<file path="src/cam_pkg.sv">
package cam_pkg;

  // camera active area, 720p
  localparam int HCOUNT_W = 11;
  localparam int VCOUNT_W = 10;
  localparam logic [HCOUNT_W-1:0] CAM_H_ACTIVE = 11'd1280;
  localparam logic [VCOUNT_W-1:0] CAM_V_ACTIVE = 10'd720;

  // keep one pixel in four per axis
  localparam int DS_SHIFT = 2;

  // decimated frame buffer geometry
  localparam int FB_WIDTH  = 320;
  localparam int FB_HEIGHT = 180;
  localparam int FB_DEPTH  = FB_WIDTH * FB_HEIGHT;
  localparam int FB_ADDR_W = $clog2(FB_DEPTH);
  localparam int PIXEL_W   = 16;

  // host bus
  localparam int AXIL_ADDR_W = 19;
  localparam int AXIL_DATA_W = 32;

  // register map, byte addresses
  localparam logic [AXIL_ADDR_W-1:0] REG_CTRL   = 19'h0_0000;
  localparam logic [AXIL_ADDR_W-1:0] REG_STATUS = 19'h0_0004;
  // set: bits 17..2 index the frame buffer
  localparam int PIXEL_WINDOW_BIT = 18;

  localparam logic [1:0] RESP_OKAY   = 2'b00;
  localparam logic [1:0] RESP_SLVERR = 2'b10;

  // one rgb565 pixel
  // camera delivers it as two bytes, host side reads colour fields
  typedef union packed {
    struct packed {
      logic [PIXEL_W/2-1:0] hi;
      logic [PIXEL_W/2-1:0] lo;
    } bytes;
    struct packed {
      logic [4:0] red;
      logic [5:0] green;
      logic [4:0] blue;
    } color;
  } pixel_u;

endpackage

</file>
<file path="src/frame_writer.sv">
module frame_writer import cam_pkg::*; (
  input  logic                 clk_camera,
  input  logic                 sys_rst_pixel,
  input  logic                 capture_en_i,
  input  logic                 pixel_valid_i,
  input  pixel_u               pixel_i,
  input  logic [HCOUNT_W-1:0]  hcount_i,
  input  logic [VCOUNT_W-1:0]  vcount_i,
  output logic                 fb_we_o,
  output logic [FB_ADDR_W-1:0] fb_waddr_o,
  output pixel_u               fb_wdata_o
);

  logic                 keep;
  logic [FB_ADDR_W-1:0] col;
  logic [FB_ADDR_W-1:0] row;

  // every fourth column and row inside the active area
  assign keep = capture_en_i && pixel_valid_i &&
                (hcount_i[DS_SHIFT-1:0] == '0) &&
                (vcount_i[DS_SHIFT-1:0] == '0) &&
                (hcount_i < CAM_H_ACTIVE) &&
                (vcount_i < CAM_V_ACTIVE);

  // decimated coordinates
  assign col = FB_ADDR_W'(hcount_i >> DS_SHIFT);
  assign row = FB_ADDR_W'(vcount_i >> DS_SHIFT);

  always_ff @(posedge clk_camera) begin
    if (sys_rst_pixel) begin
      fb_we_o <= 1'b0;
    end else begin
      fb_we_o <= keep;
    end
  end

  // row-major, FB_WIDTH words per row
  always_ff @(posedge clk_camera) begin
    if (keep) begin
      fb_waddr_o <= col + FB_ADDR_W'(FB_WIDTH) * row;
      fb_wdata_o <= pixel_i;
    end
  end

  a_waddr_in_range: assert property (
    @(posedge clk_camera) disable iff (sys_rst_pixel)
    fb_we_o |-> (int'(fb_waddr_o) < FB_DEPTH)
  );

endmodule

</file>
<file path="config.mk">
export PLATFORM = sky130hd
export DESIGN_NAME = frame_writer
export DESIGN_NICKNAME = d
export VERILOG_FILES = /design/src/cam_pkg.sv /design/src/frame_writer.sv
export SDC_FILE = /design/constraint.sdc
export NUM_CORES = 1
export LEC_CHECK = 0
export ABC_AREA = 1
export BUFFER_PORTS_ARGS = -buffer_cell sky130_fd_sc_hd__buf_4
export CORE_UTILIZATION = 30
export DETAILED_ROUTE_END_ITERATION = 10
export SLEW_MARGIN = 40
export SYNTH_ARGS = -nofsm -noshare
export SYNTH_HDL_FRONTEND = slang
export SYNTH_SLANG_ARGS = --single-unit
</file>
<file path="constraint.sdc">
create_clock -name clk_camera -period 4.9 [get_ports clk_camera]
set_input_delay 0.49 -clock clk_camera [delete_from_list [all_inputs] [get_ports clk_camera]]
set_output_delay 0.49 -clock clk_camera [all_outputs]
set_load 0.02 [all_outputs]
</file>
==> run metrics, run 1 <==
drt drc 0; switching share of total power 0.2425; worst vdd ir approximately 100 uV; status complete, no violations; GPL Wtd Cong between 0.7 and 0.8; die footprint about 5800 sq um; Post-Syn Instances 135; post-synthesis register bit count 33; crit end category register; Max Slew Vio Count 0; share of the synthesized area in the top cell type 0.5818; post-synthesis mux area share 0; CTS Sinks 33; fmax about 420 MHz; detailed-route via count 1,232; sw power 151.8 uW; Core Footprint about 5200 sq um; XOR/XNOR Fraction of Synth Area 0.05682; Fin Setup TNS 0 ps; Worst-Margin Slew ~400 ps; fin nets 273; clk slew on worst S/H paths about 60 ps; clock group share of total power 0.296; hold buffers post-CTS 0; cell with the most instances after synthesis edfxtp_1; H-tree levels 2; crit path time final around 2400 ps; GRT Total Usage 0.1259; first-pass GRT wire length approximately 5.6 mm; Hold Path Depth 2; Die Wd about 76 um; YS warnings 0; Initial Util 0.3173; TritonRoute pass-1 iters 4; Port Buffers 73; P_leak 0.001074 uW; Area Overhead vs Synth 43.56%; worst hold path class input pin to register; cts repair resizes 0; hold worst-path end fb_we_o; slew margin rel. 0.7335; HP Start sys_rst_pixel; share of cells above drive strength 1 0.4028; Routed Antenna Nets 0; fill count around 500; CTS tree done; Compound-Gate Fraction of Synth Area 0.03030; Num CTS Buffers 5; Tot Pwr roughly 630 uW; ys flop type edfxtp_1; Syn Nets slightly below 200; crit start category input pin; CTS max path bufs 2; adder-cell share of the synthesized area 0.1379; FF+latch area about 980 sq um; CP required ~5000 ps; CP Class input pin to register; largest family of logic cells by synthesized area adder cells; Worst EP arrival 2420 ps; area of the multi-input gates just over 600 sq um; Max-Cap Viols 0; # Post-CTS Setup Buffers 0; share of async-settable or async-resettable flops after synthesis 0; total wire length approximately 3.3 mm; number of synthesized flops with an enable pin 32; final hold violations 0; Rows 26; GRT Residual Overflow 0; Final HPWL DP 2.618 mm; Final period util 0.4876; clock root cell clkbuf_8; Max FO, Critical Path 3; die height about 76 um; Routed WL per cell ~11 um; initial antenna violation count 0; Seq/Total Area, Yosys 0.5939; antenna diode count 0; unrepaired setup endpoints after global routing no; Int Pwr about 470 uW; Pwr Density around 260 nW/um^2; Comb pwr share 0.197; Netlist cell types 22; dominant cells by area after synthesis edfxtp_1 58%, ha_1 11%, nand2_1 6.4%, inv_1 3.6%, nand3_1 2.7%; I/O pin count 74; routed vias/inst 4.308; share of power burned in registers 0.507; Synth area leader edfxtp_1; initial DRC count 19; Synth Area per Inst 12.23 sq um; vias in the first global route roughly 1,200; simple-gate share of the synthesized area 0.1379; top cells by count, synth 32 x edfxtp_1, 28 x nand2_1, 16 x inv_1, 15 x ha_1, 9 x nand3_1; final design utilization 0.4555; Final setup viols 0; largest net degree at the start of global routing 33; synthesized area between 1500 and 2000 sq um
[critical path, cell delays in order]
cell	delay, ps
buf_4	120
ha_1	290
ha_1	240
fa_1	560
nand2_1	70
inv_1	70
nand4_1	70
nand2_1	100
inv_1	50
nor2_2	150
nand3_1	100
nand2_1	70
nand2_1	50
[kinds of logic after synthesis]
kind of cell               Yosys count
buffers and inverters               17
adders and majority gates           17
AOI/OAI and AO/OA                    8
DFF                                 33
xor gates and xnor gates             9
and+or+nand+nor                     51
[power by group through the flow]
stage / Combinational [uW] / Clock [uW] / Sequential, uW
floorplan: 79.4 / 0 / 326
global placement: 123 / 0 / 323
detailed placement: 124 / 0 / 323
CTS: 125 / 195 / 317
global route: 141 / 205 / 317
finish: 123 / 185 / 317
[through the flow]
stage	instances	instance area [sq um]	hold WS (ps)	setup WS, ps
2_1_floorplan	135	1652	568.5	1490
3_3_place_gp	278	2288	661.0	2281
3_5_place_dp	278	2288	659.6	2234
4_1_cts	286	2371	360.8	2523
5_1_grt	286	2371	372.7	2308
6_report	286	2371	373.8	2511
[area by class of cell]
| class | instances | area share |
|---|---|---|
| clock inverters | 2 | 0.004222 |
| repair buffers | 74 | 0.2343 |
| inverters | 16 | 0.02533 |
| clock buffers | 6 | 0.03061 |
| flip-flops and latches | 33 | 0.4137 |
| well taps | 70 | 0.03694 |
| multi-input cells | 85 | 0.2549 |
[flip-flops by register name, summed over array words and instances, names as in the netlist]
register    count
fb_we_o         1
fb_wdata_o     16
fb_waddr_o     16
[layer usage]
metal  part of all wire  wire, um  vias to the layer above  track usage
met5                  0         0                        -            0
met4             0.0089        29                        0      0.05192
met3              0.084       275                        2      0.04671
met2               0.46      1500                       52       0.1982
met1               0.45      1456                      547       0.1556
li1                   -         -                      631            -
[worst max-delay path by stage]
stage,end,slack [ps],cells after the start,startpoint
after floorplan,fb_waddr_o[0],1490,3,vcount_i[4]
after global placement,fb_waddr_o[15],2280,13,vcount_i[3]
after detailed placement,fb_waddr_o[15],2230,13,vcount_i[3]
after CTS,fb_waddr_o[15],2520,13,vcount_i[3]
after global routing,fb_waddr_o[15],2310,13,vcount_i[3]
final,fb_waddr_o[15],2510,13,vcount_i[3]
[cell usage in the layout, fill, tap and decap left out]
cell type / synthesis / final
nor2_1: 5 / 5
buf_4: 0 / 74
dfxtp_1: 1 / 1
o211ai_1: 1 / 1
xnor2_1: 3 / 3
nor3_2: 0 / 1
a21oi_1: 4 / 4
a31oi_1: 1 / 1
xor2_2: 2 / 2
nor2_2: 1 / 1
xor2_1: 4 / 4
ha_1: 15 / 15
o21ai_2: 1 / 1
clkbuf_8: 0 / 5
fa_1: 2 / 2
edfxtp_1: 32 / 32
inv_1: 16 / 16
clkinv_2: 0 / 2
nand4_1: 5 / 5
nor4_1: 1 / 1
nand3_1: 9 / 9
nand2_1: 28 / 28
o21a_1: 1 / 1
clkbuf_1: 0 / 1
nand3_2: 1 / 1
(Power assumes the default switching activity.)
==> inputs of run 2 (changes only) <==
--- a/config.mk
+++ b/config.mk
@@ -5,7 +5,7 @@
 export SDC_FILE = /design/constraint.sdc
 export NUM_CORES = 1
 export LEC_CHECK = 0
-export ABC_AREA = 1
+export ABC_AREA = 0
 export BUFFER_PORTS_ARGS = -buffer_cell sky130_fd_sc_hd__buf_4
 export CORE_UTILIZATION = 30
 export DETAILED_ROUTE_END_ITERATION = 10
==> constraint.sdc (replaced) <==
create_clock -name clk_camera -period 2.3 [get_ports clk_camera]
set_input_delay 0.23 -clock clk_camera [delete_from_list [all_inputs] [get_ports clk_camera]]
set_output_delay 0.23 -clock clk_camera [all_outputs]
set_load 0.02 [all_outputs]
==> run metrics, run 2 <==
Die Wd 74.09 um (was 76.20 um); Routed Antenna Nets 0 (unchanged); sw power 306.5 uW (was 151.8 uW); Critical Path Max Stage Delay 420 ps (was 560 ps); worst vdd ir 201.4 uV (was 103.1 uV); Final setup viols 0 (unchanged); Netlist cell types 27 (was 22); largest net degree at the start of global routing 34 (was 33); worst hold path class input pin to register (unchanged); Pwr Density 567.3 nW/um^2 (was 263.9 nW/um^2); XOR/XNOR Fraction of Synth Area 0.06180 (was 0.05682); P_leak 0.001027 uW (was 0.001074 uW); Final Instance Area 2372 sq um (was 2371 sq um); Fin Setup TNS 0 ps (unchanged); CP required 2320 ps (was 4930 ps); clk slew on worst S/H paths 60 ps (about the same); Max-Cap Viols 0 (unchanged); Core Footprint 4848 sq um (was 5205 sq um); Final period util 0.9164; antenna diode count 0 (unchanged); Worst EP arrival 2130 ps (was 2420 ps); post-synthesis register bit count 33 (unchanged); H-tree levels 2 (unchanged); die height 74.09 um (was 76.20 um); Num CTS Buffers 5 (unchanged); initial DRC count 29 (was 19); Post-DP Area 2285 sq um (was 2288 sq um); most common cell after layout, fill and taps aside buf_4 (unchanged); initial antenna violation count 0 (unchanged); simple-gate share of the synthesized area 0.07705 (was 0.1379); # Post-CTS Setup Buffers 0 (unchanged); crit path time final about 2100 ps; routed vias/inst 4.338 (was 4.308); largest family of logic cells by synthesized area adder cells (unchanged); detailed-route via count 1,141 (was 1,232); Comb pwr share 0.208 (was 0.197); share of async-settable or async-resettable flops after synthesis 0 (unchanged); Synth area leader edfxtp_1 (unchanged); GRT Total Usage 0.1145 (was 0.1259); synthesized area 1559 sq um (was 1652 sq um); fmax between 400 and 500 MHz; vias in the first global route 1,130 (was 1,189); Port Buffers 73 (unchanged); Max FO, Critical Path 3 (unchanged); fin nets 253 (was 273); Worst-Margin Slew 392.4 ps (was 399.8 ps); Bufs and invs on worst path 1 (was 3); switching share of total power 0.2277 (was 0.2425); status complete, no violations (unchanged); clock root cell clkbuf_8 (unchanged); Area Overhead vs Synth 52.17% (was 43.56%); first-pass GRT wire length 4.657 mm (was 5.602 mm); slew margin rel. 0.7384 (was 0.7335); CTS max path bufs 2 (unchanged); ys flop type edfxtp_1 (unchanged); clock group share of total power 0.290 (was 0.296); share of power burned in registers 0.502 (was 0.507); share of cells above drive strength 1 0.4949 (was 0.4028); number of synthesized flops with an enable pin 32 (unchanged); unrepaired setup endpoints after global routing no (unchanged); top cells by count, synth 32 x edfxtp_1, 15 x ha_1, 9 x nor2_1, 8 x xnor2_1, 6 x inv_1 (was 32 x edfxtp_1, 28 x nand2_1, 16 x inv_1, 15 x ha_1, 9 x nand3_1); GPL Wtd Cong 0.7246 (was 0.7707); post-synthesis mux area share 0 (unchanged); dominant cells by area after synthesis edfxtp_1 62%, ha_1 12%, xnor2_1 4.5%, fa_1 2.6%, nor2_1 2.2% (was edfxtp_1 58%, ha_1 11%, nand2_1 6.4%, inv_1 3.6%, nand3_1 2.7%); Int Pwr 1039 uW (was 474.0 uW); Synth Area per Inst 14.99 sq um (was 12.23 sq um); Compound-Gate Fraction of Synth Area 0.07143 (was 0.03030); biggest regs fb_waddr_o x16, fb_wdata_o x16, fb_we_o x1 (unchanged); TritonRoute pass-1 iters 4 (unchanged); GRT Residual Overflow 0 (unchanged); Post-Syn Instances 104 (was 135); Seq/Total Area, Yosys 0.6292 (was 0.5939); share of the synthesized area in the top cell type 0.6164 (was 0.5818); Final HPWL DP 2.496 mm (was 2.618 mm); total wire length 3.043 mm (was 3.262 mm); most frequent cells in the layout 84 x buf_4, 32 x edfxtp_1, 15 x ha_1 (was 74 x buf_4, 32 x edfxtp_1, 28 x nand2_1); drt drc 0 (unchanged); Syn Nets 162 (was 193); CTS tree done (unchanged); Rows 25 (was 26); crit end category register (unchanged); crit start category input pin (unchanged); Max Slew Vio Count 0 (unchanged); I/O pin count 74 (unchanged); final hold violations 0 (unchanged); Tot Pwr 1346 uW (was 625.8 uW); die footprint 5489 sq um (was 5806 sq um); Worst path most repeated cell ha_1 (was nand2_1); CTS Sinks 33 (unchanged); CP Class input pin to register (unchanged); Routed WL per cell 11.57 um (was 11.41 um); adder-cell share of the synthesized area 0.1461 (was 0.1379); Crit-path slowest cell fa_1 (unchanged); cell with the most instances after synthesis edfxtp_1 (unchanged); Initial Util 0.3215 (was 0.3173); Top delay family on crit path adder cells (unchanged); critical path, cell by cell buf_4 > ha_1 > ha_1 > fa_1 > a211oi_2 > nor2_1 > xor2_1 > nand4_2 > xnor2_1 (was buf_4 > ha_1 > ha_1 > fa_1 > nand2_1 > inv_1 > nand4_1 > nand2_1 > inv_1 > nor2_2 > nand3_1 > nand2_1 > nand2_1); YS warnings 0 (unchanged)
-- run 2: metrics by stage --
step | util | worst slack [ps] | hold WS, ps | cells
after global routing | 0.4893 | 64.63 | 109.2 | 263
after detailed placement | 0.4712 | -146.7 | 393.7 | 255
after floorplan | - | 46.65 | 301.6 | 104
after global placement | 0.4712 | -137.9 | 391.8 | 255
after CTS | 0.4883 | 133.6 | 97.91 | 263
final | 0.4893 | 192.3 | 107.7 | 263
-- run 2: final timing paths --
| kind | endpoint | depth (start not counted) | from |
|---|---|---|---|
| worst max-delay path | fb_waddr_o[15] | 9 | vcount_i[3] |
| worst min-delay path | fb_we_o | 2 | sys_rst_pixel |
-- run 2: timing repair --
item / 4_1_cts / 5_1_grt
hold buffers: 0 / 0
setup endpoints to repair: 0 / 1
resized for setup: 0 / 1
-- run 2: power by group through the flow --
| stage | clock (uW) | sequential [uW] | combinational [uW] |
|---|---|---|---|
| floorplan | 0 | 694 | 151 |
| global placement | 0 | 689 | 275 |
| detailed placement | 0 | 689 | 279 |
| CTS | 412 | 676 | 281 |
| global route | 435 | 676 | 313 |
| finish | 391 | 676 | 279 |
-- run 2: final cells by class --
cell class	instances	area [sq um]
clock inverters	2	10.01
fillers	438	2476
clock buffers	6	72.57
repair buffers	84	630.6
flip-flops and latches	33	980.9
multi-input cells	65	571.8
well taps	67	83.83
inverters	6	22.52
-- run 2: kinds of logic (layout without fill, tap and decap cells) --
family          Yosys count  in the layout
simple gates             21             21
flops                    33             33
compound gates           16             16
buf+inv                   6             98
fa+ha+maj                17             17
xor+xnor                 11             11
-- run 2: routing by layer --
layer | part of all wire | GRT usage | routed length [um] | up-vias
li1 | - | - | - | 570
met1 | 0.39 | 0.1170 | 1183 | 500
met2 | 0.48 | 0.2081 | 1446 | 67
met3 | 0.12 | 0.03794 | 368 | 4
met4 | 0.015 | 0.05769 | 45 | 0
met5 | 0 | 0 | 0 | -
