--- config.mk ---
export PLATFORM = sky130hd
export DESIGN_NAME = fb_axil_slave
export DESIGN_NICKNAME = d
export VERILOG_FILES = /design/src/cam_pkg.sv /design/src/fb_axil_slave.sv
export SDC_FILE = /design/constraint.sdc
export NUM_CORES = 1
export LEC_CHECK = 0
export BUFFER_PORTS_ARGS = -buffer_cell sky130_fd_sc_hd__buf_2
export CORE_MARGIN = 5
export CORE_UTILIZATION = 44
export DETAILED_ROUTE_END_ITERATION = 8
export PLACE_DENSITY = 0.85
export SLEW_MARGIN = 20
export SYNTH_ARGS = -nofsm -noshare
export SYNTH_HDL_FRONTEND = slang
export SYNTH_SLANG_ARGS = --single-unit
--- constraint.sdc ---
create_clock -name clk_camera -period 5.65 [get_ports clk_camera]
set_clock_uncertainty 0.1 [all_clocks]
set_input_delay 1.4125 -clock clk_camera [delete_from_list [all_inputs] [get_ports clk_camera]]
set_output_delay 1.4125 -clock clk_camera [all_outputs]
set_load 0.1 [all_outputs]
--- src/cam_pkg.sv ---
package cam_pkg;

  // camera active area, 720p
  localparam int HCOUNT_W = 11;
  localparam int VCOUNT_W = 10;
  localparam logic [HCOUNT_W-1:0] CAM_H_ACTIVE = 11'd1280;
  localparam logic [VCOUNT_W-1:0] CAM_V_ACTIVE = 10'd720;

  // keep one pixel in four per axis
  localparam int DS_SHIFT = 2;

  // decimated frame buffer geometry
  localparam int FB_WIDTH  = 320;
  localparam int FB_HEIGHT = 180;
  localparam int FB_DEPTH  = FB_WIDTH * FB_HEIGHT;
  localparam int FB_ADDR_W = $clog2(FB_DEPTH);
  localparam int PIXEL_W   = 16;

  // host bus
  localparam int AXIL_ADDR_W = 19;
  localparam int AXIL_DATA_W = 32;

  // register map, byte addresses
  localparam logic [AXIL_ADDR_W-1:0] REG_CTRL   = 19'h0_0000;
  localparam logic [AXIL_ADDR_W-1:0] REG_STATUS = 19'h0_0004;
  // set: bits 17..2 index the frame buffer
  localparam int PIXEL_WINDOW_BIT = 18;

  localparam logic [1:0] RESP_OKAY   = 2'b00;
  localparam logic [1:0] RESP_SLVERR = 2'b10;

  // one rgb565 pixel
  // camera delivers it as two bytes, host side reads colour fields
  typedef union packed {
    struct packed {
      logic [PIXEL_W/2-1:0] hi;
      logic [PIXEL_W/2-1:0] lo;
    } bytes;
    struct packed {
      logic [4:0] red;
      logic [5:0] green;
      logic [4:0] blue;
    } color;
  } pixel_u;

endpackage

--- src/fb_axil_slave.sv ---
module fb_axil_slave import cam_pkg::*; (
  input  logic                     clk_camera,
  input  logic                     sys_rst_pixel,
  input  logic                     frame_start_i,
  input  pixel_u                   fb_rdata_i,
  output logic                     capture_en_o,
  output logic [FB_ADDR_W-1:0]     fb_raddr_o,
  // write address and data
  input  logic [AXIL_ADDR_W-1:0]   s_axil_awaddr_i,
  input  logic                     s_axil_awvalid_i,
  output logic                     s_axil_awready_o,
  input  logic [AXIL_DATA_W-1:0]   s_axil_wdata_i,
  input  logic [AXIL_DATA_W/8-1:0] s_axil_wstrb_i,
  input  logic                     s_axil_wvalid_i,
  output logic                     s_axil_wready_o,
  // write response
  output logic [1:0]               s_axil_bresp_o,
  output logic                     s_axil_bvalid_o,
  input  logic                     s_axil_bready_i,
  // read
  input  logic [AXIL_ADDR_W-1:0]   s_axil_araddr_i,
  input  logic                     s_axil_arvalid_i,
  output logic                     s_axil_arready_o,
  output logic [AXIL_DATA_W-1:0]   s_axil_rdata_o,
  output logic [1:0]               s_axil_rresp_o,
  output logic                     s_axil_rvalid_o,
  input  logic                     s_axil_rready_i
);

  logic        wr_ready, wr_hs;
  logic        rd_ready, rd_hs;
  logic        in_window;
  logic        win_pend, win_err;
  logic [15:0] frame_count;

  // aw and w accepted together
  assign s_axil_awready_o = wr_ready;
  assign s_axil_wready_o  = wr_ready;
  assign s_axil_arready_o = rd_ready;

  assign wr_hs = wr_ready && s_axil_awvalid_i && s_axil_wvalid_i;
  assign rd_hs = rd_ready && s_axil_arvalid_i;

  // window index goes straight to the ram address
  assign in_window  = s_axil_araddr_i[PIXEL_WINDOW_BIT];
  assign fb_raddr_o = s_axil_araddr_i[PIXEL_WINDOW_BIT-1:2];

  // wrapping count of frame starts since reset
  always_ff @(posedge clk_camera) begin
    if (sys_rst_pixel) begin
      frame_count <= '0;
    end else if (frame_start_i) begin
      frame_count <= frame_count + 1'b1;
    end
  end

  // write channel with one transfer outstanding
  always_ff @(posedge clk_camera) begin
    if (sys_rst_pixel) begin
      wr_ready        <= 1'b0;
      s_axil_bvalid_o <= 1'b0;
      capture_en_o    <= 1'b0;
    end else begin
      if (s_axil_bvalid_o && s_axil_bready_i) begin
        s_axil_bvalid_o <= 1'b0;
      end
      if (wr_hs) begin
        wr_ready        <= 1'b0;
        s_axil_bvalid_o <= 1'b1;
        // only ctrl bit 0 is writable
        if (s_axil_awaddr_i == REG_CTRL && s_axil_wstrb_i[0]) begin
          capture_en_o <= s_axil_wdata_i[0];
        end
      end else if (s_axil_awvalid_i && s_axil_wvalid_i && !wr_ready && !s_axil_bvalid_o) begin
        wr_ready <= 1'b1;
      end
    end
  end

  always_ff @(posedge clk_camera) begin
    if (wr_hs) begin
      s_axil_bresp_o <= (s_axil_awaddr_i == REG_CTRL) ? RESP_OKAY : RESP_SLVERR;
    end
  end

  // read channel control
  // registers answer next cycle and the window waits one more for the ram
  always_ff @(posedge clk_camera) begin
    if (sys_rst_pixel) begin
      rd_ready        <= 1'b0;
      win_pend        <= 1'b0;
      s_axil_rvalid_o <= 1'b0;
    end else begin
      if (s_axil_rvalid_o && s_axil_rready_i) begin
        s_axil_rvalid_o <= 1'b0;
      end
      if (rd_hs) begin
        rd_ready <= 1'b0;
        if (in_window) begin
          win_pend <= 1'b1;
        end else begin
          s_axil_rvalid_o <= 1'b1;
        end
      end else if (s_axil_arvalid_i && !rd_ready && !s_axil_rvalid_o && !win_pend) begin
        rd_ready <= 1'b1;
      end
      if (win_pend) begin
        win_pend        <= 1'b0;
        s_axil_rvalid_o <= 1'b1;
      end
    end
  end

  // read data and response
  always_ff @(posedge clk_camera) begin
    if (rd_hs) begin
      win_err <= int'(fb_raddr_o) >= FB_DEPTH;
      if (!in_window) begin
        case (s_axil_araddr_i)
          REG_CTRL: begin
            s_axil_rdata_o <= {{(AXIL_DATA_W-1){1'b0}}, capture_en_o};
            s_axil_rresp_o <= RESP_OKAY;
          end
          REG_STATUS: begin
            s_axil_rdata_o <= {{(AXIL_DATA_W-16){1'b0}}, frame_count};
            s_axil_rresp_o <= RESP_OKAY;
          end
          default: begin
            s_axil_rdata_o <= '0;
            s_axil_rresp_o <= RESP_SLVERR;
          end
        endcase
      end
    end else if (win_pend) begin
      if (win_err) begin
        s_axil_rdata_o <= '0;
        s_axil_rresp_o <= RESP_SLVERR;
      end else begin
        // rgb565 to rgb888 with zeros in the low bits
        s_axil_rdata_o <= {8'h00,
                           fb_rdata_i.color.red,   3'b000,
                           fb_rdata_i.color.green, 2'b00,
                           fb_rdata_i.color.blue,  3'b000};
        s_axil_rresp_o <= RESP_OKAY;
      end
    end
  end

  // response and its payload held until the host takes it
  a_rvalid_held: assert property (
    @(posedge clk_camera) disable iff (sys_rst_pixel)
    s_axil_rvalid_o && !s_axil_rready_i |=>
      s_axil_rvalid_o && $stable(s_axil_rdata_o) && $stable(s_axil_rresp_o)
  );

endmodule

==> metrics, run 1 <==
FFs w/ async S/R, synth 0; total of max-cap violations 0; Final Critical Period roughly 3500 ps; outcome complete, no violations; post-route clock period utilization 0.612; Clock Latency Late Sink 290 ps; FP Rows 26; YS warnings 0; DP HPWL ~3700 um; Buffers on Ports 108; number of synthesized flops with an enable pin 24; area of the multi-input gates 827 um2; CTS Buffer Depth 2; total gr overflow 0; die area around 6600 um2; register area share after synthesis 0.518; CP top delay family buffers and inverters; Pre-Repair DR Iteration Count 4; Final Hold Violating Endpoints 0; HP Class reg2reg; GR Util All Layers 0.130; CTS sink cnt 46; Hold Buf Count CTS 0; Area growth syn-to-layout 22.3%; Vias 1809; crit path cell chain buf_2 > buf_2; R2R setup slack between 3000 and 4000 ps; GRT met3 Usage 0.0188; crit end category primary output; Detailed Route WL approximately 4500 um; Worst-Margin Slew between 900 and 1000 ps; Post-Syn Instances approximately 210; met1 GRT Util 0.150; CTS tree done; antenna violations before repair 0; H-tree Lvls 2; Mapped Area between 2000 and 2500 um2; DR iter-0 viols 77; vias in the first global route 1585; DRC viols 0; Worst-path clk slew 80 ps; Die H 81.4 um; worst hold slack between 400 and 500 ps; Crit path required time 4140 ps; slowest CP cell buf_2; top-count cell post-synth buf_4; first-pass GRT wire length just under 7000 um; layout cells sized above 1 0.397; Post-synth top cells buf_4 (30), edfxtp_1 (24), dfxtp_1 (22), nor2_1 (20), a22o_1 (11); core region area between 5000 and 6000 um2; Layout Nets slightly above 400; total negative slack 0 ps; CP Launch Type input port; Pleak roughly 1.2 nW; peak supply drop ~96 uV; setup violators final 0; DR vias/cell a little under 5; cts bufs inserted 5; post-CTS sizing 0; CP max stage delay between 400 and 500 ps; global-route track usage on met2 0.242; Layout fillers 450; Max Slew Vio Count 0; Crit Path Category in2out; area leader, netlist edfxtp_1; Yosys top cell area share 0.321; Top Usage Layer GRT met2; initial core utilization 0.445; worst-path fanout max 3; Register Area 1160 um2; Post-CTS Setup Inserts 0; IO Count 156; synth top area cells edfxtp_1 (32%), dfxtp_1 (20%), buf_4 (10%); Syn Area/Cell 10.5 um2; Crit path top cell by count buf_2; Detail Route Antenna Nets 0; ys flop type edfxtp_1; drt wl/cell between 10 and 15 um; CP Data Arrival Time 1950 ps; die width 81.4 um; n_diodes 0; RSZ-0062 raised after global routing false; CP Buf/Inv Count 2; #FFs+latches synth between 40 and 50; Pwr Density 272 nW/um2; Max-slew headroom 0.361; fmax roughly 0.29 GHz; Root Driver clkbuf_8; largest net degree at the start of global routing 26; RePlAce Congestion just over 0.7; Netlist cell types 40
[where the power goes]
| group | leakage (nW) | internal [mW] | switching [mW] |
|---|---|---|---|
| Clock | 0.0450 | 0.0858 | 0.102 |
| Combinational | 0.749 | 0.0350 | 0.159 |
| Sequential | 0.399 | 0.360 | 0.00493 |
[metal layers]
layer  wire length [um]  vias up
met4                 21        0
met2               2420       69
met5                  0        -
met3                305        3
li1                   -      904
met1               1760      833
[placed cells by master, fill, tap and decap left out, types with 8 or more instances in the layout]
cell and instances:
a22o_1 11, a21oi_1 9, nor4_1 8, edfxtp_1 24, nand2_1 10, conb_1 13
dfxtp_1 22, and2_1 9, buf_2 108, nand3_1 8, nor2_1 20
[flip-flops by register name (all words and copies together), names as in the netlist]
name,flops
frame_count,16
capture_en_o,1
s_axil_bvalid_o,1
win_err,1
s_axil_bresp_o,1
s_axil_rdata_o,21
s_axil_rresp_o,1
s_axil_awready_o,1
s_axil_arready_o,1
win_pend,1
s_axil_rvalid_o,1
[logic make-up after synthesis]
family	share of synthesized area
compound gates	0.0871
xor+xnor	0.0391
fa+ha+maj	0.00558
buf+inv	0.133
flops	0.518
mux	0.0140
other cells	0.00167
simple gates	0.201
[final cells by class]
| type | count | area share |
|---|---|---|
| sequential | 46 | 0.423 |
| multi-input combinational | 135 | 0.302 |
| timing repair buffer | 108 | 0.197 |
| tap | 70 | 0.0319 |
| clock buffer | 6 | 0.0265 |
| inverter | 8 | 0.0160 |
| clock inverter | 2 | 0.00365 |
[final timing paths]
| check | start | to | cells after the start |
|---|---|---|---|
| setup / recovery | s_axil_araddr_i[2] | fb_raddr_o[0] | 2 |
| hold / removal | win_pend | win_pend | 1 |
| setup reg to reg | frame_count[4] | frame_count[13] | 4 |
| hold reg to reg | win_pend | win_pend | 1 |
[metrics by stage]
stage	power [mW]	cell area, um2	instances	utilization	setup slack, ps
after global placement	0.564	2660	367	0.528	2130
final	0.746	2740	375	0.544	2190
after floorplan	0.543	2290	225	-	2420
after detailed placement	0.567	2660	367	0.528	2100
after CTS	0.750	2740	375	0.544	2190
after global routing	0.774	2740	375	0.544	2180
(Power assumes the default switching activity.)
==> inputs of run 2 (changes only) <==
Settings changed: ABC_AREA from default to 1, CORE_UTILIZATION 44 to 43, PLACE_DENSITY 0.85 to 0.81.
Clock period 5.65 ns to 3.3 ns, I/O delays scaled along.
==> run 2 against run 1 <==
First-iteration DRC count up 74%. Via count up 23%. Non-clock buffer count unchanged. Critical path depth up 2. Final area up 9.6%. Combinational power up 86%. Die area up 12%. Count of clock-buffer cells in the layout down 1. Power up 78%. Sequential cell count unchanged. Cell count up 23%. Global-route usage up 2.1 points.
==> metrics, run 2 <==
CTS sink cnt 46 (unchanged); Post-synth top cells nand2_1 (52), nor2_1 (41), inv_1 (31), buf_4 (30), edfxtp_1 (24) (was buf_4 (30), edfxtp_1 (24), dfxtp_1 (22), nor2_1 (20), a22o_1 (11)); Crit Path Category in2reg (was in2out); Layout fillers 526 (was 450); largest net degree at the start of global routing 23 (was 26); layout cells sized above 1 0.387 (was 0.397); Most flops, register s_axil_rdata_o (unchanged); die area 7410 um2 (was 6620 um2); HP Class reg2reg (unchanged); Post-Syn Instances 297 (was 213); Mapped Area 2490 um2 (was 2240 um2); Max-slew headroom 0.265 (was 0.361); Root Driver clkbuf_8 (unchanged); top-count cell post-synth nand2_1 (was buf_4); CP Launch Type input port (unchanged); crit end category flop (was primary output); Netlist cell types 37 (was 40); total gr overflow 0 (unchanged); Detailed Route WL 5510 um (was 4510 um); setup violators final 0 (unchanged); CP Buf/Inv Count 2 (unchanged); Hold Path Depth 1 (unchanged); ys flop type edfxtp_1 (unchanged); Hold Buf Count CTS 0 (unchanged); area leader, netlist edfxtp_1 (unchanged); worst hold slack 370 ps (was 404 ps); Buffers on Ports 108 (unchanged); DRC viols 0 (unchanged); outcome complete, no violations (unchanged); Post-CTS Setup Inserts 0 (unchanged); Yosys top cell area share 0.289 (was 0.321); Layout Nets 488 (was 403); first-pass GRT wire length 9060 um (was 6780 um); peak supply drop 202 uV (was 95.6 uV); core region area 5570 um2 (was 5040 um2); DP HPWL 4490 um (was 3670 um); n_diodes 0 (unchanged); synth top area cells edfxtp_1 (29%), dfxtp_1 (18%), buf_4 (9.0%) (was edfxtp_1 (32%), dfxtp_1 (20%), buf_4 (10%)); die width 86.1 um (was 81.4 um); CTS tree done (unchanged); total of max-cap violations 0 (unchanged); Max Slew Vio Count 0 (unchanged); Final Critical Period between 2000 and 2500 ps; Crit path required time 3120 ps (was 4140 ps); register area share after synthesis 0.466 (was 0.518); commonest non-fill, non-tap cells in the layout buf_2 (108), nand2_1 (52), nor2_1 (41) (was buf_2 (108), edfxtp_1 (24), dfxtp_1 (22)); Worst-path clk slew 80 ps (about the same); CTS Buffer Depth 2 (unchanged); H-tree Lvls 2 (unchanged); post-CTS sizing 0 (unchanged); Vias 2217 (was 1809); Worst path depth 4 (was 2); fmax 0.437 GHz; Pre-Repair DR Iteration Count 4 (unchanged); DR vias/cell 4.80 (was 4.82); Clock Latency Late Sink 300 ps (was 290 ps); IO Count 156 (unchanged); crit path cell chain buf_2 > nand2_2 > inv_2 > o21ai_2 (was buf_2 > buf_2); Pwr Density 441 nW/um2 (was 272 nW/um2); Area growth syn-to-layout 20.7% (was 22.3%); post-route clock period utilization 0.693; initial core utilization 0.447 (was 0.445); cts bufs inserted 5 (unchanged); Pleak 1.37 nW (was 1.19 nW); drt wl/cell 11.9 um (was 12.0 um); GR Util All Layers 0.151 (was 0.130); Final Hold Violating Endpoints 0 (unchanged); number of synthesized flops with an enable pin 24 (unchanged); worst-path fanout max 22 (was 3); RSZ-0062 raised after global routing false (unchanged); FFs w/ async S/R, synth 0 (unchanged); FP Rows 27 (was 26); YS warnings 0 (unchanged); Die H 86.1 um (was 81.4 um); top flop regs s_axil_rdata_o (21), frame_count (16) (unchanged); CP top delay family compound AO/OA/AOI/OAI gates (was buffers and inverters); DR iter-0 viols 134 (was 77); depth of the most critical reg-to-reg path 3 (was 4); Detail Route Antenna Nets 0 (unchanged); CP Data Arrival Time 2110 ps (was 1950 ps); slowest CP cell o21ai_2 (was buf_2); Largest register FFs 21 (unchanged); CP max stage delay 880 ps (was 420 ps); commonest non-fill, non-tap cell in the layout buf_2 (unchanged); #FFs+latches synth 46 (unchanged); RePlAce Congestion 0.840 (was 0.705); antenna violations before repair 0 (unchanged); total negative slack 0 ps (unchanged); vias in the first global route 2210 (was 1585); Worst-Margin Slew 1100 ps (was 955 ps); Syn Area/Cell 8.38 um2 (was 10.5 um2)
==> run 2: cells by family after synthesis <==
kind of cell	Yosys count	synth area share
DFF	46	0.466
and+or+nand+nor	137	0.274
other	1	0.00151
adders and majority gates	1	0.00502
buffers and inverters	71	0.156
AOI/OAI and AO/OA	40	0.0935
xor gates and xnor gates	1	0.00352
==> run 2: per-stage QoR <==
stage	utilization	instances	total power, mW	setup slack [ps]	instance area, um2
final	0.539	462	1.33	1010	3010
after global routing	0.539	462	1.37	886	3010
after CTS	0.539	462	1.33	1010	3010
after detailed placement	0.523	454	1.00	689	2920
after global placement	0.523	454	0.995	764	2920
after floorplan	-	309	0.954	465	2530
==> run 2: final cells by class <==
cell class	instances	area, um2	area share
multi-input cells	192	988	0.329
clock inverters	3	21.3	0.00708
repair buffers	108	541	0.180
inverters	36	135	0.0450
flip-flops and latches	46	1160	0.386
clock buffers	5	68.8	0.0229
well taps	72	90.1	0.0300
==> run 2: routing by layer <==
| layer | up-vias | share of wire | GRT usage |
|---|---|---|---|
| li1 | 1104 | - | - |
| met5 | - | 0 | 0 |
| met2 | 92 | 0.52 | 0.285 |
| met3 | 14 | 0.071 | 0.0355 |
| met4 | 0 | 0.026 | 0.0691 |
| met1 | 1007 | 0.38 | 0.155 |
==> run 2: worst paths after layout <==
kind	start	endpoint	slack, ps
setup / recovery	s_axil_arvalid_i	s_axil_rdata_o[15]	1010
hold reg to reg	win_pend	win_pend	370
setup reg to reg	s_axil_arready_o	s_axil_rdata_o[15]	1320
hold / removal	win_pend	win_pend	370
==> run 2: power by group <==
part / total, mW / switching [mW] / internal (mW) / leakage (nW)
Clock: 0.339 / 0.191 / 0.149 / 0.0441
Combinational: 0.360 / 0.301 / 0.0593 / 0.922
Sequential: 0.627 / 0.00808 / 0.618 / 0.400
