### config.mk
export PLATFORM = sky130hd
export DESIGN_NAME = pixel_reconstruct
export DESIGN_NICKNAME = d
export VERILOG_FILES = /design/src/cam_pkg.sv /design/src/pixel_reconstruct.sv
export SDC_FILE = /design/constraint.sdc
export NUM_CORES = 1
export LEC_CHECK = 0
export BUFFER_PORTS_ARGS = -buffer_cell sky130_fd_sc_hd__buf_2
export CAP_MARGIN = 10
export CORE_MARGIN = 3
export CORE_UTILIZATION = 50
export DETAILED_ROUTE_END_ITERATION = 12
export GPL_ROUTABILITY_DRIVEN = 0
export GPL_TIMING_DRIVEN = 0
export PLACE_DENSITY_LB_ADDON = 0.25
export SYNTH_ARGS = -nofsm -noshare
export SYNTH_HDL_FRONTEND = slang
export SYNTH_SLANG_ARGS = --single-unit
### constraint.sdc
create_clock -name clk_camera -period 2.7 [get_ports clk_camera]
set_input_delay 0.27 -clock clk_camera [delete_from_list [all_inputs] [get_ports clk_camera]]
set_output_delay 0.27 -clock clk_camera [all_outputs]
set_load 0.02 [all_outputs]
### src/cam_pkg.sv
package cam_pkg;

  // camera active area, 720p
  localparam int HCOUNT_W = 11;
  localparam int VCOUNT_W = 10;
  localparam logic [HCOUNT_W-1:0] CAM_H_ACTIVE = 11'd1280;
  localparam logic [VCOUNT_W-1:0] CAM_V_ACTIVE = 10'd720;

  // keep one pixel in four per axis
  localparam int DS_SHIFT = 2;

  // decimated frame buffer geometry
  localparam int FB_WIDTH  = 320;
  localparam int FB_HEIGHT = 180;
  localparam int FB_DEPTH  = FB_WIDTH * FB_HEIGHT;
  localparam int FB_ADDR_W = $clog2(FB_DEPTH);
  localparam int PIXEL_W   = 16;

  // host bus
  localparam int AXIL_ADDR_W = 19;
  localparam int AXIL_DATA_W = 32;

  // register map, byte addresses
  localparam logic [AXIL_ADDR_W-1:0] REG_CTRL   = 19'h0_0000;
  localparam logic [AXIL_ADDR_W-1:0] REG_STATUS = 19'h0_0004;
  // set: bits 17..2 index the frame buffer
  localparam int PIXEL_WINDOW_BIT = 18;

  localparam logic [1:0] RESP_OKAY   = 2'b00;
  localparam logic [1:0] RESP_SLVERR = 2'b10;

  // one rgb565 pixel
  // camera delivers it as two bytes, host side reads colour fields
  typedef union packed {
    struct packed {
      logic [PIXEL_W/2-1:0] hi;
      logic [PIXEL_W/2-1:0] lo;
    } bytes;
    struct packed {
      logic [4:0] red;
      logic [5:0] green;
      logic [4:0] blue;
    } color;
  } pixel_u;

endpackage

### src/pixel_reconstruct.sv
module pixel_reconstruct import cam_pkg::*; (
  input  logic                clk_camera,
  input  logic                sys_rst_pixel,
  input  logic [7:0]          cam_data_i,
  input  logic                cam_pclk_i,
  input  logic                cam_hsync_i,
  input  logic                cam_vsync_i,
  output logic                pixel_valid_o,
  output pixel_u              pixel_o,
  output logic [HCOUNT_W-1:0] hcount_o,
  output logic [VCOUNT_W-1:0] vcount_o,
  output logic                frame_start_o
);

  // two-flop synchronizers plus a third flop for edge detect
  logic [7:0] data_s1, data_s2;
  logic [2:0] pclk_sr, hsync_sr, vsync_sr;

  logic pclk_rise, hsync_fall, vsync_rise;

  // byte phase and the high byte held until the low byte shows up
  logic       phase;
  logic [7:0] hi_byte;

  logic [HCOUNT_W-1:0] hcount;
  logic [VCOUNT_W-1:0] vcount;

  always_ff @(posedge clk_camera) begin
    data_s1 <= cam_data_i;
    data_s2 <= data_s1;
  end

  always_ff @(posedge clk_camera) begin
    if (sys_rst_pixel) begin
      pclk_sr  <= '0;
      hsync_sr <= '0;
      vsync_sr <= '0;
    end else begin
      pclk_sr  <= {pclk_sr[1:0], cam_pclk_i};
      hsync_sr <= {hsync_sr[1:0], cam_hsync_i};
      vsync_sr <= {vsync_sr[1:0], cam_vsync_i};
    end
  end

  // bit 1 is the synchronized level and bit 2 its previous value
  assign pclk_rise  = pclk_sr[1] & ~pclk_sr[2];
  assign hsync_fall = ~hsync_sr[1] & hsync_sr[2];
  assign vsync_rise = vsync_sr[1] & ~vsync_sr[2];

  // counters and byte phase
  always_ff @(posedge clk_camera) begin
    if (sys_rst_pixel) begin
      phase         <= 1'b0;
      hcount        <= '0;
      vcount        <= '0;
      pixel_valid_o <= 1'b0;
      frame_start_o <= 1'b0;
    end else begin
      pixel_valid_o <= 1'b0;
      frame_start_o <= vsync_rise;
      if (vsync_rise) begin
        // new frame restarts everything
        phase  <= 1'b0;
        hcount <= '0;
        vcount <= '0;
      end else if (hsync_fall) begin
        // end of line
        phase  <= 1'b0;
        hcount <= '0;
        vcount <= vcount + 1'b1;
      end else if (hsync_sr[1] && pclk_rise) begin
        phase <= ~phase;
        if (phase) begin
          pixel_valid_o <= 1'b1;
          hcount        <= hcount + 1'b1;
        end
      end
    end
  end

  // payload only meaningful with pixel_valid_o
  always_ff @(posedge clk_camera) begin
    if (hsync_sr[1] && pclk_rise) begin
      if (!phase) begin
        hi_byte <= data_s2;
      end else begin
        pixel_o.bytes.hi <= hi_byte;
        pixel_o.bytes.lo <= data_s2;
        hcount_o         <= hcount;
        vcount_o         <= vcount;
      end
    end
  end

  // each pixel takes two pclk rises and rises come two cycles apart at best
  a_no_back_to_back: assert property (
    @(posedge clk_camera) disable iff (sys_rst_pixel)
    pixel_valid_o |-> !$past(pixel_valid_o) && !$past(pixel_valid_o, 2) &&
                      !$past(pixel_valid_o, 3)
  );

endmodule

==> results_dict.tcl, run 1 <==
set metrics [dict create \
    worstSkewPairLatency_ns 0.35 \
    clock-sinks 94 \
    first_global_vias 1710 \
    finalCriticalPeriod_ns 2.10 \
    synth_area_per_cell_um2 14.9 \
    via_count 1781 \
    async_flop_share 0 \
    wl_mm 4.76 \
    ctsHoldBuffers 3 \
    end_kind "flip-flop" \
    arrival_ns 2.15 \
    yosysSeqAreaShare 0.771 \
    max-vdd-ir-drop_mv 0.399 \
    cts_tree "done" \
    grt_overflow 0 \
    wire_per_inst_um 13.8 \
    cts-root-buf "clkbuf_8" \
    tns_ns 0 \
    m1WireLength_mm 2.10 \
    p_leak_nw 1.41 \
    areaGrowthSynthToFinish_pct 20.0 \
    dpl_cell_area_mm2 0.00339 \
    place_ws_ns 0.583 \
    r2r-end "vcount_o[6]" \
    cp_max_fo 20 \
    netlist_instances 203 \
    hold_path_depth 1 \
    dpl.hpwl_mm 3.11 \
    rsz0062_at_grt "no" \
    finalHoldViolCount 0 \
    vias_per_cell 5.15 \
    antenna_left 0 \
    die_w_um 83.8 \
    grt.total_usage 0.147 \
    ys.flop_type "dfxtp_1" \
    rr_startpoint "hsync_sr[1]" \
    core-area_mm2 0.00568 \
    yosys_register_bits 94 \
    grt_start_max_net_pins 21 \
    maxCapViolCount 0 \
    cp-start-kind "flip-flop" \
    status "finished, final reports clean" \
    cts_buffer_depth 2 \
    power_density_mw_per_mm2 675 \
    final_util 0.640 \
    critPathLaunch "hsync_sr[1]" \
    drc_errors 0 \
    worstHoldStart "cam_data_i[1]" \
    wl_met3_um 304 \
    relSlewSlack 0.489 \
    critPathKind "flip-flop to flip-flop" \
    htreeDepth 3 \
    clk_pin_slew_ns 0.09 \
    antenna_found_initial 0 \
    synthDistinctLibCells 25 \
    rr_worst_depth 4 \
    cts_setup_buffers 0 \
    synth_fp_nets 218 \
    routed-wl-met2_mm 2.25 \
    post_cts_resized 0 \
    diodes 0 \
    grt_pass1_wl_mm 8.05 \
    max_freq_mhz 477 \
    mostFrequentLayoutCell "buf_2" \
    fin_ws_ns 0.604 \
    rrSetupSlack_ns 0.60 \
    final.setup_skew_ns 0.0122 \
    synth_edf_count 45 \
    mostFrequentLayoutCells "50 x buf_2, 49 x dfxtp_1, 45 x edfxtp_1, 12 x a21oi_1, 10 x nor2b_1" \
    slew_violations 0 \
    drt_iter0_markers 85 \
    cts_buffers 9 \
    start_util 0.533 \
    final_cell_area_mm2 0.00363 \
    nets 284 \
    endpoint "vcount_o[6]" \
    setup_viol_count_final 0 \
    tightest_slew_ns 0.763 \
    num_rows 27 \
    drive_above_1_share 0.259 \
    io_buffers 50 \
    post-route-period-util 0.776 \
    synth_area_mm2 0.00303 \
    holdWs_ns 0.0270 \
    die_h_um 83.8 \
    synth_warnings 0 \
    hp-class "input pin to flip-flop" \
    die-area_mm2 0.00702 \
    cp.required_ns 2.75 \
    maxUsedRoutingLayer "met4" \
    io_pins 52 \
    first_pass_iters 4 \
]
==> flip-flops by register name (all words and copies together) (netlist names) <==
register       flops
hi_byte            8
pixel_o           16
data_s1            8
hcount            11
vcount            10
vcount_o          10
frame_start_o      1
vsync_sr           3
hsync_sr           3
pixel_valid_o      1
hcount_o          11
data_s2            8
phase              1
pclk_sr            3
==> logic make-up after synthesis <==
| kind of cell | Yosys count | synth area share |
|---|---|---|
| compound gates | 24 | 0.0446 |
| xor+xnor | 4 | 0.0116 |
| fa+ha+maj | 2 | 0.00827 |
| buf+inv | 10 | 0.0136 |
| flops | 94 | 0.771 |
| mux | 6 | 0.0198 |
| simple gates | 63 | 0.131 |
==> critical path, stage by stage, from the launching register on <==
cell and delay [ns]:
dfxtp_1 0.45, nand4b_4 0.19, clkbuf_1 0.28, inv_1 0.62, buf_16 0.25
==> routing by layer <==
layer / vias to the layer above / track usage
li1: 887 / -
met1: 829 / 0.186
met2: 55 / 0.226
met3: 10 / 0.0474
met4: 0 / 0.0746
met5: - / 0
==> power breakdown <==
group,internal [mW],switching (mW),leakage [nW]
Clock,0.431,0.471,0.0960
Sequential,1.50,0.00871,0.847
Combinational,0.0185,0.0200,0.469
Total,1.95,0.500,1.41
==> metrics by stage <==
step           power, mW  instances
2_1_floorplan       1.56        203
3_3_place_gp        1.58        325
3_5_place_dp        1.58        326
4_1_cts             2.48        345
5_1_grt             2.54        346
6_report            2.45        346
==> how the worst min path moves through the flow <==
| stage | slack (ns) | end |
|---|---|---|
| CTS | 0.002 | data_s1[0] |
| global route | 0.004 | data_s1[1] |
| floorplan | 0.30 | data_s1[0] |
| finish | 0.03 | data_s1[1] |
| global placement | 0.31 | data_s2[2] |
| detailed placement | 0.31 | data_s2[1] |
==> layout make-up <==
type,instances,area (um^2)
sequential,94,2330
fill,425,2040
multi-input combinational,99,653
timing repair buffer,55,318
clock buffer,9,124
tap,72,90.1
clock inverter,7,72.6
inverter,6,22.5
buffer,4,18.8
==> cell usage after synthesis (2+ instances only) <==
cell type,count,share of area
ha_1,2,0.0083
o21ai_0,6,0.0099
o31ai_1,6,0.015
nor2b_1,10,0.021
nand2_1,5,0.0062
nand3b_1,3,0.0074
inv_1,5,0.0062
or3_1,6,0.012
mux2i_1,6,0.020
nand4b_1,4,0.012
xor2_1,4,0.012
nand4_1,6,0.012
dfxtp_1,49,0.32
nor2_1,8,0.0099
edfxtp_1,45,0.45
nand3_1,8,0.013
clkbuf_1,3,0.0037
nor4_1,4,0.0083
a21oi_1,12,0.020
or4_1,6,0.015
No activity file was read; power rests on OpenSTA's default activity.
==> run 2, diff against run 1 <==
==> constraint.sdc (replaced) <==
create_clock -name clk_camera -period 2 [get_ports clk_camera]
set_input_delay 0.2 -clock clk_camera [delete_from_list [all_inputs] [get_ports clk_camera]]
set_output_delay 0.2 -clock clk_camera [all_outputs]
set_load 0.02 [all_outputs]
==> run 2 against run 1 <==
Compared with the run above:
- clock-buffer cell count unchanged
- combinational power increased by 52%
- setup slack got worse by 0.40 ns
- hold slack improved by 0.028 ns
- sequential share of layout area decreased by 1.2 points
- first-iteration DRC count increased by 8.2%
- clock power increased by 35%
- largest cell class unchanged
==> results_dict.tcl, run 2 (synthesis results as in run 1) <==
set metrics [dict create \
    status "finished, final reports clean" \
    nets 291 \
    io_pins 52 \
    cp_max_fo 20 \
    met2_usage 0.234 \
    final_cell_area_mm2 0.00370 \
    grt_pass1_wl_mm 8.20 \
    max_freq_mhz 558 \
    dpl.hpwl_mm 3.11 \
    cts-root-buf "clkbuf_8" \
    clock-sinks 94 \
    htreeDepth 3 \
    cts_buffer_depth 2 \
    whs_endpoint "pclk_sr[0]" \
    worstSkewPairLatency_ns 0.35 \
    dpl_cell_area_mm2 0.00339 \
    internal_power_mw 2.64 \
    first_global_vias 1761 \
    rr_worst_depth 4 \
    p_leak_nw 1.44 \
    die-area_mm2 0.00702 \
    cts_buffers 9 \
    critPathKind "flip-flop to flip-flop" \
    num_rows 27 \
    core-area_mm2 0.00568 \
    power_density_mw_per_mm2 897 \
    via_count 1809 \
    end_kind "flip-flop" \
    grtUsageMet1 0.187 \
    vias_per_cell 5.12 \
    switching_share 0.204 \
    wire_per_inst_um 13.7 \
    cp-start-kind "flip-flop" \
    post-route-period-util 0.896 \
    cts_tree "done" \
    clk_pin_slew_ns 0.09 \
    cp.required_ns 2.10 \
    antenna_left 0 \
    rrSetupSlack_ns 0.21 \
    hp-class "input pin to flip-flop" \
    finalCriticalPeriod_ns 1.79 \
    first_pass_iters 4 \
    tns_ns 0 \
    setup_viol_count_final 0 \
    top_register "pixel_o" \
    finalHoldViolCount 0 \
    drive_above_1_share 0.267 \
    maxCapViolCount 0 \
    grtUsageMet3 0.0484 \
    die_w_um 83.8 \
    sequentialPowerShare 0.615 \
    worstHoldStart "cam_pclk_i" \
    power_mw 3.32 \
    wl_mm 4.84 \
    hold_path_depth 2 \
    power_frac_comb 0.018 \
    mostFrequentLayoutCells "50 x buf_2, 49 x dfxtp_1, 45 x edfxtp_1, 12 x a21oi_1, 10 x nor2b_1" \
    slew_violations 0 \
    drt_iter0_markers 92 \
    die_h_um 83.8 \
    drc_errors 0 \
    grt_overflow 0 \
    switching_power_uw 677 \
    relSlewSlack 0.510 \
    grt_start_max_net_pins 21 \
    rr_startpoint "hsync_sr[1]" \
    busiest_layer "met2" \
    rsz0062_at_grt "no" \
    diodes 0 \
    top_regs "pixel_o (16), hcount (11), hcount_o (11)" \
    r2r-end "vcount_o[4]" \
    io_buffers 50 \
    max-vdd-ir-drop_mv 0.539 \
    grt.total_usage 0.150 \
    holdWs_ns 0.0553 \
    pwr-share-clk 0.367 \
    areaGrowthSynthToFinish_pct 22.2 \
    largest_reg_flops 16 \
    antenna_found_initial 0 \
    arrival_ns 1.89 \
    start_util 0.533 \
    mostFrequentLayoutCell "buf_2" \
    tightest_slew_ns 0.732 \
    final.setup_skew_ns 0.0117 \
]
==> run 2: cell types whose count changed in the layout (fill, tap and decap cells not counted), sizes merged <==
cell and delta:
buf +3, dlygate4sd3 +4, clkinvlp +1, inv -1
==> run 2: how the worst max path moves through the flow <==
| stage | to | cells after the start | start |
|---|---|---|---|
| 2_1_floorplan | hcount_o[0] | 3 | hsync_sr[1] |
| 3_3_place_gp | pixel_o[10] | 3 | hsync_sr[1] |
| 3_5_place_dp | vcount_o[2] | 4 | hsync_sr[1] |
| 4_1_cts | pixel_o[3] | 4 | hsync_sr[1] |
| 5_1_grt | vcount_o[5] | 4 | hsync_sr[1] |
| 6_report | vcount_o[4] | 4 | hsync_sr[1] |
==> run 2: layout make-up <==
class / count / area, um^2
Sequential cell: 94 / 2330
Inverter: 6 / 26.3
Tap cell: 72 / 90.1
Clock buffer: 9 / 124
Multi-Input combinational cell: 99 / 653
Timing Repair Buffer: 62 / 380
Fill cell: 417 / 1980
Clock inverter: 7 / 72.6
Buffer: 4 / 18.8
==> run 2: through the flow <==
| stage | setup WS, ns | cells | utilization |
|---|---|---|---|
| floorplan | 0.0627 | 203 | - |
| global placement | -0.413 | 325 | 0.593 |
| detailed placement | -0.117 | 326 | 0.598 |
| CTS | 0.243 | 353 | 0.651 |
| global route | 0.0761 | 353 | 0.651 |
| finish | 0.207 | 353 | 0.651 |
==> run 2: repair_timing <==
action | in CTS | in global routing
buffers inserted | 3 | 0
hold endpoints to repair | 8 | 0
endpoints found under the setup margin | 20 | 0
hold buffers | 8 | 0
gates resized for setup | 1 | 0
==> run 2: worst max-delay path, stage by stage (launching register included) <==
cell and delay [ns]:
dfxtp_1 0.38, nand4b_4 0.17, clkbuf_1 0.45, clkinvlp_4 0.31, buf_16 0.23
==> run 2: per-layer routing <==
metal,vias up,routed length (um)
met4,0,109
met5,-,0
met1,842,2120
met2,56,2300
met3,10,306
li1,901,-
==> run 2: power by group through the flow <==
stage	clock [mW]	combinational (mW)	sequential (mW)
after CTS	1.25	0.0590	2.04
final	1.22	0.0585	2.04
after global routing	1.33	0.0665	2.04
after global placement	0	0.0457	2.08
after detailed placement	0	0.0465	2.08
after floorplan	0	0.0280	2.08
==> run 3, diff against run 2 <==
--- a/config.mk
+++ b/config.mk
@@ -11,7 +11,6 @@
 export CORE_UTILIZATION = 50
 export DETAILED_ROUTE_END_ITERATION = 12
 export GPL_ROUTABILITY_DRIVEN = 0
-export GPL_TIMING_DRIVEN = 0
 export PLACE_DENSITY_LB_ADDON = 0.25
 export SYNTH_ARGS = -nofsm -noshare
 export SYNTH_HDL_FRONTEND = slang
==> run 3 against run 2 <==
Compared with the run above:
- critical path depth unchanged
- non-clock buffer count is 4 lower
- sequential power is essentially flat
- clock skew shrank 0.0057 ns
- setup slack gained 0.25 ns
- register-to-register slack improved by 0.25 ns
- global-route usage decreased by 0.62 points
==> results_dict.tcl, run 3 (synthesis results as in run 1) <==
set metrics [dict create \
    htreeDepth 3 \
    tns_ns 0 \
    path_cells "ha_1, nand4b_1, or4_1, a21oi_1" \
    max-vdd-ir-drop_mv 0.579 \
    cts_tree "done" \
    drive_above_1_share 0.256 \
    diodes 0 \
    cts-root-buf "clkbuf_8" \
    cts_setup_buffers 0 \
    final_cell_area_mm2 0.00367 \
    via_count 1809 \
    cp.required_ns 2.27 \
    cp_max_fo 6 \
    clock-sinks 94 \
    hp-class "input pin to flip-flop" \
    grt_pass1_wl_mm 7.76 \
    rsz0062_at_grt "no" \
    worstHoldStart "cam_pclk_i" \
    relSlewSlack 0.725 \
    grt_overflow 0 \
    grt_start_max_net_pins 25 \
    die_h_um 83.8 \
    start_util 0.533 \
    cts_buffers 9 \
    whs_endpoint "pclk_sr[0]" \
    core-area_mm2 0.00568 \
    rr_worst_depth 4 \
    setup_viol_count_final 0 \
    worstSkewPairLatency_ns 0.34 \
    cts_buffer_depth 2 \
    critPathKind "flip-flop to flip-flop" \
    wl_mm 4.71 \
    slew_violations 0 \
    nFillCells 449 \
    io_buffers 51 \
    clk_pin_slew_ns 0.08 \
    drc_errors 0 \
    final.setup_skew_ns 0.00597 \
    p_leak_nw 1.43 \
    top_regs "pixel_o (16), hcount (11), hcount_o (11)" \
    first_pass_iters 4 \
    antenna_found_initial 0 \
    die_w_um 83.8 \
    end_kind "flip-flop" \
    num_rows 27 \
    cp-start-kind "flip-flop" \
    dpl.hpwl_mm 3.27 \
    largest_reg_flops 16 \
    rrSetupSlack_ns 0.46 \
    areaGrowthSynthToFinish_pct 21.2 \
    first_global_vias 1657 \
    top_register "pixel_o" \
    grt.total_usage 0.143 \
    arrival_ns 1.81 \
    post-route-period-util 0.770 \
    power_density_mw_per_mm2 922 \
    io_pins 52 \
    finalHoldViolCount 0 \
    slowest_stage "or4_1" \
    status "finished, final reports clean" \
    die-area_mm2 0.00702 \
    wire_per_inst_um 13.5 \
    slowest_delay_ns 0.52 \
    r2r-end "vcount[8]" \
    vias_per_cell 5.18 \
    rr_startpoint "vcount[0]" \
    tightest_slew_ns 0.408 \
    post_cts_resized 0 \
    maxCapViolCount 0 \
    mostFrequentLayoutCell "buf_2" \
    mostFrequentLayoutCells "51 x buf_2, 49 x dfxtp_1, 45 x edfxtp_1, 12 x a21oi_1, 10 x nor2b_1" \
    drt_iter0_markers 136 \
    dpl_cell_area_mm2 0.00338 \
    antenna_left 0 \
    nets 287 \
    hold_path_depth 2 \
    max_freq_mhz 649 \
    finalCriticalPeriod_ns 1.54 \
]
[run 3: changes by cell type in the layout (fill, tap and decap cells not counted)]
cell,change
buf_4,-1
clkinv_1,+1
inv_1,+1
clkbuf_1,-2
inv_6,-2
buf_2,+1
clkinv_2,-2
bufinv_16,+1
buf_16,-1
[run 3: metrics by stage]
stage	total power [mW]	instances	utilization	setup WS (ns)	hold slack, ns
3_3_place_gp	2.13	325	0.595	0.528	0.303
5_1_grt	3.51	349	0.647	0.351	0.0530
2_1_floorplan	2.11	203	-	0.0627	0.228
6_report	3.38	349	0.647	0.460	0.0630
4_1_cts	3.43	349	0.647	0.456	0.0476
3_5_place_dp	2.13	325	0.595	0.469	0.308
[run 3: final cells by class]
type / count / area [um^2] / share of cell area
Clock buffer: 10 / 128 / 0.0348
Clock inverter: 6 / 86.3 / 0.0235
Inverter: 6 / 22.5 / 0.00614
Multi-Input combinational cell: 99 / 653 / 0.178
Sequential cell: 94 / 2330 / 0.636
Tap cell: 72 / 90.1 / 0.0245
Timing Repair Buffer: 62 / 358 / 0.0975
[run 3: per-layer routing]
metal / GRT usage / vias up / routed length, um
met5: 0 / - / 0
met2: 0.229 / 45 / 2310
met1: 0.172 / 866 / 2040
met4: 0.0482 / 0 / 43
met3: 0.0652 / 5 / 320
li1: - / 893 / -
[run 3: power by group]
part	total, mW	switching, mW	internal, mW	leakage, nW
Clock	1.29	0.587	0.699	0.0962
Sequential	2.04	0.0115	2.03	0.847
Combinational	0.0578	0.0281	0.0297	0.487
[run 3: critical path, delay by kind of cell (launching register included)]
| kind | cells | cell delay (ns) |
|---|---|---|
| AO/OA/AOI/OAI | 1 | 0.16 |
| adder cells (fa/ha/maj) | 1 | 0.20 |
| flip-flops | 1 | 0.40 |
| AND/OR/NAND/NOR | 2 | 0.71 |
[run 3: what timing repair did]
item	4_1_cts	5_1_grt
hold buffers	8	0
setup endpoints to repair	0	0
hold endpoints to repair	8	0
[run 3: worst max-delay path by stage]
| stage | from | slack (ns) | to | cells past startpoint |
|---|---|---|---|---|
| CTS | vcount[0] | 0.46 | vcount[8] | 4 |
| detailed placement | vcount[0] | 0.47 | vcount[8] | 4 |
| global placement | hsync_sr[1] | 0.53 | hcount_o[9] | 3 |
| finish | vcount[0] | 0.46 | vcount[8] | 4 |
| floorplan | hsync_sr[1] | 0.06 | hcount_o[0] | 3 |
| global route | hsync_sr[1] | 0.35 | hcount[7] | 3 |
